**config.mk**
```make
export PLATFORM = sky130hd
export DESIGN_NAME = rvCore
export DESIGN_NICKNAME = d
export VERILOG_FILES = /design/src/verilog/rvPkg.sv /design/src/verilog/ctrlIf.sv /design/src/verilog/rvCore.sv /design/src/verilog/memAccess.sv /design/src/verilog/executeUnit.sv /design/src/verilog/regFile.sv /design/src/verilog/decodeUnit.sv /design/src/verilog/fetchUnit.sv
export SDC_FILE = /design/constraint.sdc
export NUM_CORES = 2
export LEC_CHECK = 0
export BUFFER_PORTS_ARGS = -buffer_cell sky130_fd_sc_hd__buf_2
export CAP_MARGIN = 5
export CORE_AREA = 4 4 459 461
export DETAILED_ROUTE_END_ITERATION = 8
export DIE_AREA = 0 0 463 465
export SYNTH_ARGS = -nofsm -noshare
export SYNTH_HDL_FRONTEND = slang
export SYNTH_HIERARCHICAL = 1
export SYNTH_SLANG_ARGS = --single-unit
```
**constraint.sdc**
```tcl
create_clock -name clk -period 19.1 [get_ports clk]
set_clock_uncertainty 0.15 [all_clocks]
set_input_delay 0.955 -clock clk [delete_from_list [all_inputs] [get_ports clk]]
set_output_delay 0.955 -clock clk [all_outputs]
set_load 0.05 [all_outputs]
```
**src/verilog/rvPkg.sv**
```systemverilog
package rvPkg;

	localparam int xlen = 32;
	localparam logic [31:0] resetPc = 32'h8000_0000;

	// major opcodes
	localparam logic [6:0] opLui = 7'b0110111;
	localparam logic [6:0] opAuipc = 7'b0010111;
	localparam logic [6:0] opJal = 7'b1101111;
	localparam logic [6:0] opJalr = 7'b1100111;
	localparam logic [6:0] opBranch = 7'b1100011;
	localparam logic [6:0] opLoad = 7'b0000011;
	localparam logic [6:0] opStore = 7'b0100011;
	localparam logic [6:0] opImm = 7'b0010011;
	localparam logic [6:0] opReg = 7'b0110011;
	localparam logic [6:0] opSystem = 7'b1110011;

	localparam logic [31:0] ebreakWord = 32'h0010_0073; // only system word accepted

	localparam logic [3:0] aluAdd = 4'd0;
	localparam logic [3:0] aluSub = 4'd1;
	localparam logic [3:0] aluSll = 4'd2;
	localparam logic [3:0] aluSlt = 4'd3;
	localparam logic [3:0] aluSltu = 4'd4;
	localparam logic [3:0] aluXor = 4'd5;
	localparam logic [3:0] aluSrl = 4'd6;
	localparam logic [3:0] aluSra = 4'd7;
	localparam logic [3:0] aluOr = 4'd8;
	localparam logic [3:0] aluAnd = 4'd9;
	localparam logic [3:0] aluPassB = 4'd10; // lui

	// writeback source
	localparam logic [1:0] wbAlu = 2'd0;
	localparam logic [1:0] wbMem = 2'd1;
	localparam logic [1:0] wbPcPlus4 = 2'd2;
	localparam logic [1:0] wbPcImm = 2'd3; // auipc

	// matches funct3[1:0] of loads and stores
	localparam logic [1:0] sizeByte = 2'd0;
	localparam logic [1:0] sizeHalf = 2'd1;
	localparam logic [1:0] sizeWord = 2'd2;

	localparam logic [1:0] pcPlus4 = 2'd0;
	localparam logic [1:0] pcBranch = 2'd1;
	localparam logic [1:0] pcJalr = 2'd2;

	typedef struct packed {
		logic [6:0] funct7;
		logic [4:0] rs2;
		logic [4:0] rs1;
		logic [2:0] funct3;
		logic [4:0] rd;
		logic [6:0] opcode;
	} rTypeFields;

	typedef struct packed {
		logic [11:0] imm;
		logic [4:0] rs1;
		logic [2:0] funct3;
		logic [4:0] rd;
		logic [6:0] opcode;
	} iTypeFields;

	typedef struct packed {
		logic [6:0] immHi;
		logic [4:0] rs2;
		logic [4:0] rs1;
		logic [2:0] funct3;
		logic [4:0] immLo;
		logic [6:0] opcode;
	} sTypeFields;

	// branch offset bits are scattered across the word
	typedef struct packed {
		logic imm12;
		logic [5:0] imm10to5;
		logic [4:0] rs2;
		logic [4:0] rs1;
		logic [2:0] funct3;
		logic [3:0] imm4to1;
		logic imm11;
		logic [6:0] opcode;
	} bTypeFields;

	typedef struct packed {
		logic [19:0] imm;
		logic [4:0] rd;
		logic [6:0] opcode;
	} uTypeFields;

	typedef struct packed {
		logic imm20;
		logic [9:0] imm10to1;
		logic imm11;
		logic [7:0] imm19to12;
		logic [4:0] rd;
		logic [6:0] opcode;
	} jTypeFields;

	typedef union packed {
		rTypeFields rType;
		iTypeFields iType;
		sTypeFields sType;
		bTypeFields bType;
		uTypeFields uType;
		jTypeFields jType;
	} instWord;

endpackage
```
**src/verilog/ctrlIf.sv**
```systemverilog
`timescale 1ns/1ps

interface ctrlIf import rvPkg::*; ();
	logic [3:0] aluOp;
	logic aluSrcImm; // second operand is the immediate
	logic [xlen-1:0] imm;
	logic regWrite;
	logic [1:0] wbSel;
	logic memRead;
	logic memWrite;
	logic [1:0] memSize;
	logic memUnsigned;
	logic branch;
	logic jalr;
	logic jal;

	modport decoder(
		output aluOp, aluSrcImm, imm, regWrite, wbSel, memRead, memWrite,
		output memSize, memUnsigned, branch, jalr, jal
	);
	modport fetch(input branch, jal, jalr);
	modport exec(input aluOp, aluSrcImm, imm);
	modport mem(input memRead, memWrite, memSize, memUnsigned, wbSel);
endinterface

```
**src/verilog/rvCore.sv**
```systemverilog
`timescale 1ns/1ps

module rvCore import rvPkg::*; (
	input logic clk,
	input logic rst,
	input logic [31:0] imemData,
	input logic [31:0] dmemRdata,
	output logic [31:0] imemAddr,
	output logic [31:0] dmemAddr,
	output logic [31:0] dmemWdata,
	output logic [3:0] dmemWmask,
	output logic dmemWe,
	output logic dmemRe,
	output logic invalid,
	output logic halt
);
	logic [xlen-1:0] pc;
	logic [xlen-1:0] pcPlus4;
	logic [xlen-1:0] aluResult;
	logic [xlen-1:0] branchTarget;
	logic [xlen-1:0] rdata1;
	logic [xlen-1:0] rdata2;
	logic [xlen-1:0] wbData;
	logic [4:0] rs1;
	logic [4:0] rs2;
	logic [4:0] rd;
	logic zero;

	ctrlIf ctrl();

	assign imemAddr = pc; // instruction fetched straight from pc

	fetchUnit u_fetchUnit (
		.clk(clk),
		.rst(rst),
		.halt(halt),
		.ctrl(ctrl.fetch),
		.zero(zero),
		.branchTarget(branchTarget),
		.aluResult(aluResult),
		.pc(pc),
		.pcPlus4(pcPlus4)
	);

	decodeUnit u_decodeUnit (
		.rst(rst),
		.inst(imemData),
		.ctrl(ctrl.decoder),
		.rs1(rs1),
		.rs2(rs2),
		.rd(rd),
		.invalid(invalid),
		.halt(halt)
	);

	regFile u_regFile (
		.clk(clk),
		.rst(rst),
		.we(ctrl.regWrite),
		.rs1(rs1),
		.rs2(rs2),
		.rd(rd),
		.wdata(wbData),
		.rdata1(rdata1),
		.rdata2(rdata2)
	);

	executeUnit u_executeUnit (
		.ctrl(ctrl.exec),
		.pc(pc),
		.rdata1(rdata1),
		.rdata2(rdata2),
		.aluResult(aluResult),
		.zero(zero),
		.branchTarget(branchTarget)
	);

	memAccess u_memAccess (
		.ctrl(ctrl.mem),
		.aluResult(aluResult),
		.storeData(rdata2), // rs2 holds store data
		.dmemRdata(dmemRdata),
		.pcPlus4(pcPlus4),
		.branchTarget(branchTarget),
		.dmemAddr(dmemAddr),
		.dmemWdata(dmemWdata),
		.dmemWmask(dmemWmask),
		.dmemWe(dmemWe),
		.dmemRe(dmemRe),
		.wbData(wbData)
	);

endmodule

```
**src/verilog/memAccess.sv**
```systemverilog
`timescale 1ns/1ps

module memAccess import rvPkg::*; (
	ctrlIf.mem ctrl,
	input logic [31:0] aluResult,
	input logic [31:0] storeData,
	input logic [31:0] dmemRdata,
	input logic [31:0] pcPlus4,
	input logic [31:0] branchTarget,
	output logic [31:0] dmemAddr,
	output logic [31:0] dmemWdata,
	output logic [3:0] dmemWmask,
	output logic dmemWe,
	output logic dmemRe,
	output logic [31:0] wbData
);
	logic [1:0] lane;
	logic [7:0] loadByte;
	logic [15:0] loadHalf;
	logic [xlen-1:0] loadData;

	assign dmemAddr = aluResult;
	assign lane = aluResult[1:0];
	assign dmemWe = ctrl.memWrite;
	assign dmemRe = ctrl.memRead;

	// move store data up to the addressed lane
	always_comb begin
		case (ctrl.memSize)
			sizeByte: begin
				dmemWdata = {24'b0, storeData[7:0]} << {lane, 3'b000};
				dmemWmask = 4'b0001 << lane;
			end
			sizeHalf: begin
				dmemWdata = {16'b0, storeData[15:0]} << {lane[1], 4'b0000};
				dmemWmask = 4'b0011 << {lane[1], 1'b0};
			end
			default: begin
				dmemWdata = storeData;
				dmemWmask = 4'b1111;
			end
		endcase
	end

	assign loadByte = dmemRdata[{lane, 3'b000} +: 8];
	assign loadHalf = dmemRdata[{lane[1], 4'b0000} +: 16];

	always_comb begin
		case (ctrl.memSize)
			sizeByte: loadData = ctrl.memUnsigned ? {24'b0, loadByte} :
				{{24{loadByte[7]}}, loadByte};
			sizeHalf: loadData = ctrl.memUnsigned ? {16'b0, loadHalf} :
				{{16{loadHalf[15]}}, loadHalf};
			default: loadData = dmemRdata;
		endcase
	end

	always_comb begin
		case (ctrl.wbSel)
			wbMem: wbData = loadData;
			wbPcPlus4: wbData = pcPlus4; // link value
			wbPcImm: wbData = branchTarget;
			default: wbData = aluResult;
		endcase
	end

endmodule

```
**src/verilog/executeUnit.sv**
```systemverilog
`timescale 1ns/1ps

module executeUnit import rvPkg::*; (
	ctrlIf.exec ctrl,
	input logic [31:0] pc,
	input logic [31:0] rdata1,
	input logic [31:0] rdata2,
	output logic [31:0] aluResult,
	output logic zero,
	output logic [31:0] branchTarget
);
	logic [xlen-1:0] srcB;
	logic [4:0] shamt;

	assign srcB = ctrl.aluSrcImm ? ctrl.imm : rdata2;
	assign shamt = srcB[4:0];

	always_comb begin
		case (ctrl.aluOp)
			aluAdd: aluResult = rdata1 + srcB;
			aluSub: aluResult = rdata1 - srcB;
			aluSll: aluResult = rdata1 << shamt;
			aluSlt: aluResult = {{(xlen-1){1'b0}}, $signed(rdata1) < $signed(srcB)};
			aluSltu: aluResult = {{(xlen-1){1'b0}}, rdata1 < srcB};
			aluXor: aluResult = rdata1 ^ srcB;
			aluSrl: aluResult = rdata1 >> shamt;
			aluSra: aluResult = $signed(rdata1) >>> shamt;
			aluOr: aluResult = rdata1 | srcB;
			aluAnd: aluResult = rdata1 & srcB;
			aluPassB: aluResult = srcB; // lui upper immediate
			default: aluResult = '0;
		endcase
	end

	assign zero = (aluResult == '0);

	// beq and jal target and the auipc result
	assign branchTarget = pc + ctrl.imm;

endmodule

```
**src/verilog/regFile.sv**
```systemverilog
`timescale 1ns/1ps

module regFile import rvPkg::*; (
	input logic clk,
	input logic rst,
	input logic we,
	input logic [4:0] rs1,
	input logic [4:0] rs2,
	input logic [4:0] rd,
	input logic [31:0] wdata,
	output logic [31:0] rdata1,
	output logic [31:0] rdata2
);
	logic [xlen-1:0] regs [32];

	always_ff @(posedge clk) begin
		if (!rst) begin
			for (int i = 0; i < 32; i++) begin
				regs[i] <= '0;
			end
		end else if (we && rd != 5'd0) begin
			regs[rd] <= wdata;
		end
	end

	// x0 hardwired
	assign rdata1 = (rs1 == 5'd0) ? '0 : regs[rs1];
	assign rdata2 = (rs2 == 5'd0) ? '0 : regs[rs2];

endmodule

```
**src/verilog/decodeUnit.sv**
```systemverilog
`timescale 1ns/1ps

module decodeUnit import rvPkg::*; (
	input logic rst,
	input instWord inst,
	ctrlIf.decoder ctrl,
	output logic [4:0] rs1,
	output logic [4:0] rs2,
	output logic [4:0] rd,
	output logic invalid,
	output logic halt
);
	logic [6:0] opcode;
	logic [2:0] funct3;
	logic [6:0] funct7;
	logic valid;
	logic isEbreak;
	logic allowWrite;
	logic [3:0] aluFunct;
	logic [xlen-1:0] immI;
	logic [xlen-1:0] immS;
	logic [xlen-1:0] immB;
	logic [xlen-1:0] immU;
	logic [xlen-1:0] immJ;
	logic regWriteRaw;
	logic memReadRaw;
	logic memWriteRaw;
	logic branchRaw;
	logic jalRaw;
	logic jalrRaw;

	assign opcode = inst.rType.opcode;
	assign funct3 = inst.rType.funct3;
	assign funct7 = inst.rType.funct7;
	assign rs1 = inst.rType.rs1;
	assign rs2 = inst.rType.rs2;
	assign rd = inst.rType.rd;

	assign immI = {{20{inst.iType.imm[11]}}, inst.iType.imm};
	assign immS = {{20{inst.sType.immHi[6]}}, inst.sType.immHi, inst.sType.immLo};
	assign immB = {{19{inst.bType.imm12}}, inst.bType.imm12, inst.bType.imm11,
		inst.bType.imm10to5, inst.bType.imm4to1, 1'b0};
	assign immU = {inst.uType.imm, 12'b0};
	assign immJ = {{11{inst.jType.imm20}}, inst.jType.imm20, inst.jType.imm19to12,
		inst.jType.imm11, inst.jType.imm10to1, 1'b0};

	assign isEbreak = (inst == ebreakWord);

	always_comb begin
		case (opcode)
			opLui, opAuipc, opJal: valid = 1'b1;
			opJalr, opBranch: valid = (funct3 == 3'b000); // jalr and beq only
			opLoad: valid = funct3 inside {3'b000, 3'b001, 3'b010, 3'b100, 3'b101};
			opStore: valid = funct3 inside {3'b000, 3'b001, 3'b010};
			opImm: valid = (funct3 != 3'b001) && (funct3 != 3'b101); // no shift-immediates
			opReg: valid = (funct7 == 7'b0000000) ||
				((funct7 == 7'b0100000) && (funct3 == 3'b000 || funct3 == 3'b101));
			opSystem: valid = isEbreak;
			default: valid = 1'b0;
		endcase
	end

	assign invalid = rst && !valid;
	assign halt = rst && isEbreak;
	assign allowWrite = rst && valid && !isEbreak;

	// funct7 bit 5 picks sub and sra on R-type only
	always_comb begin
		case (funct3)
			3'b000: aluFunct = (opcode == opReg && funct7[5]) ? aluSub : aluAdd;
			3'b001: aluFunct = aluSll;
			3'b010: aluFunct = aluSlt;
			3'b011: aluFunct = aluSltu;
			3'b100: aluFunct = aluXor;
			3'b101: aluFunct = funct7[5] ? aluSra : aluSrl;
			3'b110: aluFunct = aluOr;
			default: aluFunct = aluAnd;
		endcase
	end

	always_comb begin
		ctrl.aluOp = aluAdd;
		ctrl.aluSrcImm = 1'b0;
		ctrl.imm = immI;
		ctrl.wbSel = wbAlu;
		ctrl.memUnsigned = funct3[2]; // lbu and lhu
		regWriteRaw = 1'b0;
		memReadRaw = 1'b0;
		memWriteRaw = 1'b0;
		branchRaw = 1'b0;
		jalRaw = 1'b0;
		jalrRaw = 1'b0;
		case (funct3[1:0])
			2'b00: ctrl.memSize = sizeByte;
			2'b01: ctrl.memSize = sizeHalf;
			default: ctrl.memSize = sizeWord;
		endcase
		case (opcode)
			opLui: begin
				ctrl.aluOp = aluPassB;
				ctrl.aluSrcImm = 1'b1;
				ctrl.imm = immU;
				regWriteRaw = 1'b1;
			end
			opAuipc: begin
				ctrl.imm = immU;
				ctrl.wbSel = wbPcImm;
				regWriteRaw = 1'b1;
			end
			opJal: begin
				ctrl.imm = immJ;
				ctrl.wbSel = wbPcPlus4;
				regWriteRaw = 1'b1;
				jalRaw = 1'b1;
			end
			opJalr: begin
				ctrl.aluSrcImm = 1'b1;
				ctrl.wbSel = wbPcPlus4;
				regWriteRaw = 1'b1;
				jalrRaw = 1'b1;
			end
			opBranch: begin
				ctrl.aluOp = aluSub; // zero flag means equal
				ctrl.imm = immB;
				branchRaw = 1'b1;
			end
			opLoad: begin
				ctrl.aluSrcImm = 1'b1;
				ctrl.wbSel = wbMem;
				regWriteRaw = 1'b1;
				memReadRaw = 1'b1;
			end
			opStore: begin
				ctrl.aluSrcImm = 1'b1;
				ctrl.imm = immS;
				memWriteRaw = 1'b1;
			end
			opImm: begin
				ctrl.aluOp = aluFunct;
				ctrl.aluSrcImm = 1'b1;
				regWriteRaw = 1'b1;
			end
			opReg: begin
				ctrl.aluOp = aluFunct;
				regWriteRaw = 1'b1;
			end
			default: ;
		endcase
	end

	// nothing commits in reset, on ebreak or on an unknown word
	assign ctrl.regWrite = regWriteRaw && allowWrite;
	assign ctrl.memRead = memReadRaw && allowWrite;
	assign ctrl.memWrite = memWriteRaw && allowWrite;
	assign ctrl.branch = branchRaw && allowWrite;
	assign ctrl.jal = jalRaw && allowWrite;
	assign ctrl.jalr = jalrRaw && allowWrite;

endmodule

```
**src/verilog/fetchUnit.sv**
```systemverilog
`timescale 1ns/1ps

module fetchUnit import rvPkg::*; (
	input logic clk,
	input logic rst,
	input logic halt,
	ctrlIf.fetch ctrl,
	input logic zero,
	input logic [31:0] branchTarget,
	input logic [31:0] aluResult,
	output logic [31:0] pc,
	output logic [31:0] pcPlus4
);
	logic [1:0] pcSel;
	logic [xlen-1:0] nextPc;

	assign pcPlus4 = pc + 32'd4;

	always_comb begin
		if (ctrl.jalr)
			pcSel = rvPkg::pcJalr;
		else if (ctrl.jal || (ctrl.branch && zero)) // beq taken when rs1 - rs2 is zero
			pcSel = rvPkg::pcBranch;
		else
			pcSel = rvPkg::pcPlus4;
	end

	always_comb begin
		case (pcSel)
			rvPkg::pcBranch: nextPc = branchTarget;
			rvPkg::pcJalr: nextPc = {aluResult[31:1], 1'b0};
			default: nextPc = pcPlus4;
		endcase
	end

	always_ff @(posedge clk) begin
		if (!rst)
			pc <= resetPc;
		else if (!halt) // ebreak freezes the core until reset
			pc <= nextPc;
	end

	pcAligned: assert property (@(posedge clk) disable iff (!rst) pc[1:0] == 2'b00);

endmodule

```
==> summary.md <==
| Metric | Value |
|---|---|
| Outcome | `complete, but fails checks` |
| Failing checks | `capacitance limit` |
| Die area | `215,000 um^2` |
| Gate Count Post-Synth | `6,017` |
| First-pass GRT wire length | `441,000 um` |
| Hold wc startpoint | `u_fetchUnit/pc[0]` |
| Total congestion overflow | `0` |
| Clock buffer depth | `3` |
| Worst R2R Setup Slack | `9.43 ns` |
| CTS tree | `built` |
| TNS Setup | `0 ns` |
| Post-synth cell types | `108` |
| Final nets | `6,153` |
| Critical setup path kind | `in -> out` |
| Pwr per Cell Area | `91.9 nW/um^2` |
| Largest net degree at the start of global routing | `117` |
| Critical Path Source Type | `input pin` |
| Worst r2r src | `u_regFile/regs[31][8]` |
| Mapped Avg Cell Area | `12.0 um^2` |
| Worst-Margin Slew | `1.48 ns` |
| Clk network pwr share | `0.300` |
| Register area share after synthesis | `0.436` |
| Number of port buffers | `169` |
| Post-detailed-route wirelength per cell | `36.3 um` |
| Setup WS pre-CTS | `7.21 ns` |
| Synth async-reset ratio | `0` |
| Io pins | `170` |
| CTS clk-pin slew, worst paths | `0.06 ns` |
| CTS Hold Bufs | `0` |
| R2R depth | `22` |
| Hold path depth | `2` |
| Setup violators final | `0` |
| Post-detail-place hpwl | `211,000 um` |
| Max-slew headroom | `0.00482` |
| CP max FO | `29` |
| Final Max Slew Viols | `0` |
| Cell Rows | `167` |
| Post-Syn Area | `71,900 um^2` |
| Initial antenna violation count | `39` |
| Main synth FF type | `edfxtp_1` |
| Hold Path Sink | `u_fetchUnit/pc[0]` |
| Die span in x | `463 um` |
| Insertion delay to the later sink of the worst-skew pair | `0.76 ns` |
| Post_cts resized | `0` |
| Post-CTS setup buffers | `0` |
| Synth area leader | `edfxtp_1` |
| Setup crit end kind | `output pin` |
| Post-DRT Antenna Nets | `0` |
| Leak | `29.1 nW` |
| Warnings from Yosys | `6` |
| Period utilisation layout | `0.638` |
| Vias in the first global route | `55,186` |
| Net Sw Frac | `0.384` |
| Net Sw Power | `2.83 mW` |
| Final hold vios | `0` |
| Power share of the sequential group | `0.361` |
| Clk sinks | `1,056` |
| Pwr Total | `7.36 mW` |
| Internal | `4.53 mW` |
| Area grow syn2layout | `11.4%` |
| Core box area | `206,000 um^2` |
| Crit path required time | `18.00 ns` |
| Htree depth | `3` |
| Synth top area cells | `edfxtp_1, mux4_2, and2_1, mux2i_1, ha_1` |
| F_max | `0.0821 GHz` |
| Routed vias | `57,810` |
| DRC | `0` |
| Max-cap violations | `2` |
| Fillers | `19,554` |
| Initial drt markers | `9,671` |
| Hold Crit Class | `reg -> reg` |
| Final WL | `318,000 um` |
| Total CTS buffers | `109` |
| Initial Util | `0.349` |
| Total track usage | `0.285` |
| Crit path time final | `12.18 ns` |
| Worst IR Drop VDD | `0.0863 mV` |
| Via density | `6.60` |
| DIE HEIGHT | `465 um` |
| Worst R2R End | `u_fetchUnit/pc[20]` |
| Initial DRT Pass Iterations | `7` |
| Setup slack after layout | `6.92 ns` |
| EDFF count, synth | `1,024` |
| Synthesis-stage register bit count | `1,056` |
| Unrepaired setup endpoints after global routing | `no` |
| Share of layout cells above drive strength 1 | `0.230` |
| Root buffer cell | `clkbuf_16` |
| Arrival time worst endpoint | `11.08 ns` |
| Post-synth top area share | `0.427` |
| Logic pwr share | `0.339` |
| Final GP Congestion | `1.02` |
==> Yosys cell counts, drive strengths merged, types with 48 or more instances <==
library cell  count
a22oi            62
mux4            524
a21o             51
inv             123
mux2i           243
a211oi           68
edfxtp         1024
a21oi           172
o21ai           189
a31oi            59
a22o             66
mux2             75
xnor2            55
nand3            76
nor2            187
nor2b            48
nand2           234
o22ai           143
buf             235
clkbuf          408
ha              131
nor3            110
and2           1031
==> cell families after synthesis <==
group | Yosys count | synth area share
compound gates | 1212 | 0.118
xor+xnor | 72 | 0.00876
fa+ha+maj | 134 | 0.0236
buf+inv | 769 | 0.0489
flops | 1056 | 0.436
mux | 842 | 0.210
other cells | 1 | 0.0000521
simple gates | 1931 | 0.154
==> how the worst max path moves through the flow <==
stage                    endpoint  cells past startpoint    startpoint
finish              dmemWdata[19]                     22  imemData[21]
floorplan           dmemWdata[10]                     25  imemData[20]
global route         dmemWdata[2]                     25  imemData[22]
detailed placement   dmemWdata[2]                     23  imemData[20]
global placement     dmemWdata[2]                     23  imemData[20]
CTS                  dmemWdata[2]                     23  imemData[20]
==> cell type report <==
type                       count  area [um^2]  share of cell area
inverter                     126          475             0.00593
sequential                  1056        31400               0.392
tap                         2704         3380              0.0422
clock buffer                 132         2840              0.0354
clock inverter                70          739             0.00923
antenna                       13         32.5            0.000406
multi-input combinational   4223        38300               0.478
timing repair buffer         437         2970              0.0371
==> critical path, stage by stage <==
cell,delay [ns]
buf_4,0.12
buf_4,0.55
and2_2,0.55
buf_4,0.46
buf_4,0.53
a22o_1,0.48
a2111oi_1,0.16
nor3_1,1.20
mux2i_1,0.61
ha_1,0.62
inv_1,0.22
o311a_1,0.23
o32a_1,0.21
o211ai_1,0.23
a311oi_1,0.43
o21ai_0,0.13
or4b_2,0.22
nand3_1,0.55
nand2b_1,0.75
and2_1,0.99
a22o_1,0.38
buf_2,0.31
==> through the flow <==
step,cell area [um^2],util,std cells,hold slack (ns)
6_report,80100,0.388,8761,0.460
5_1_grt,80100,0.388,8753,0.450
4_1_cts,80100,0.388,8746,0.443
3_5_place_dp,76500,0.371,8544,0.435
3_3_place_gp,76500,0.371,8543,0.427
2_1_floorplan,72100,-,6048,0.586
==> per-layer routing <==
metal | up-vias | share of wire | global-route usage
li1 | 23044 | - | -
met1 | 29284 | 0.37 | 0.369
met2 | 4634 | 0.42 | 0.419
met3 | 842 | 0.14 | 0.0933
met4 | 6 | 0.072 | 0.165
met5 | - | 0.00012 | 0
==> state kept, by name, indices dropped and copies added, names as in the netlist <==
signal / flops
u_regFile/regs: 1024
u_fetchUnit/pc: 32
==> power by group through the flow <==
stage	clock (mW)	combinational [mW]	sequential (mW)
detailed placement	0	2.40	2.71
finish	2.21	2.50	2.66
floorplan	0	1.40	2.70
CTS	2.22	2.41	2.66
global placement	0	2.39	2.70
global route	2.32	2.55	2.67
==> cells in the final DEF, fill, tap and decap left out, drive strengths merged, types with 62 or more instances in the layout <==
master,netlist,layout
and2,1031,1031
edfxtp,1024,1024
mux4,524,524
buf,235,436
mux2i,243,243
nand2,234,234
o21ai,189,189
nor2,187,187
a21oi,172,172
o22ai,143,143
clkbuf,408,133
ha,131,131
inv,123,125
nor3,110,110
nand3,76,76
mux2,75,75
a211oi,68,68
a22o,66,66
a22oi,62,62
Power figures use the tool's default switching activity.
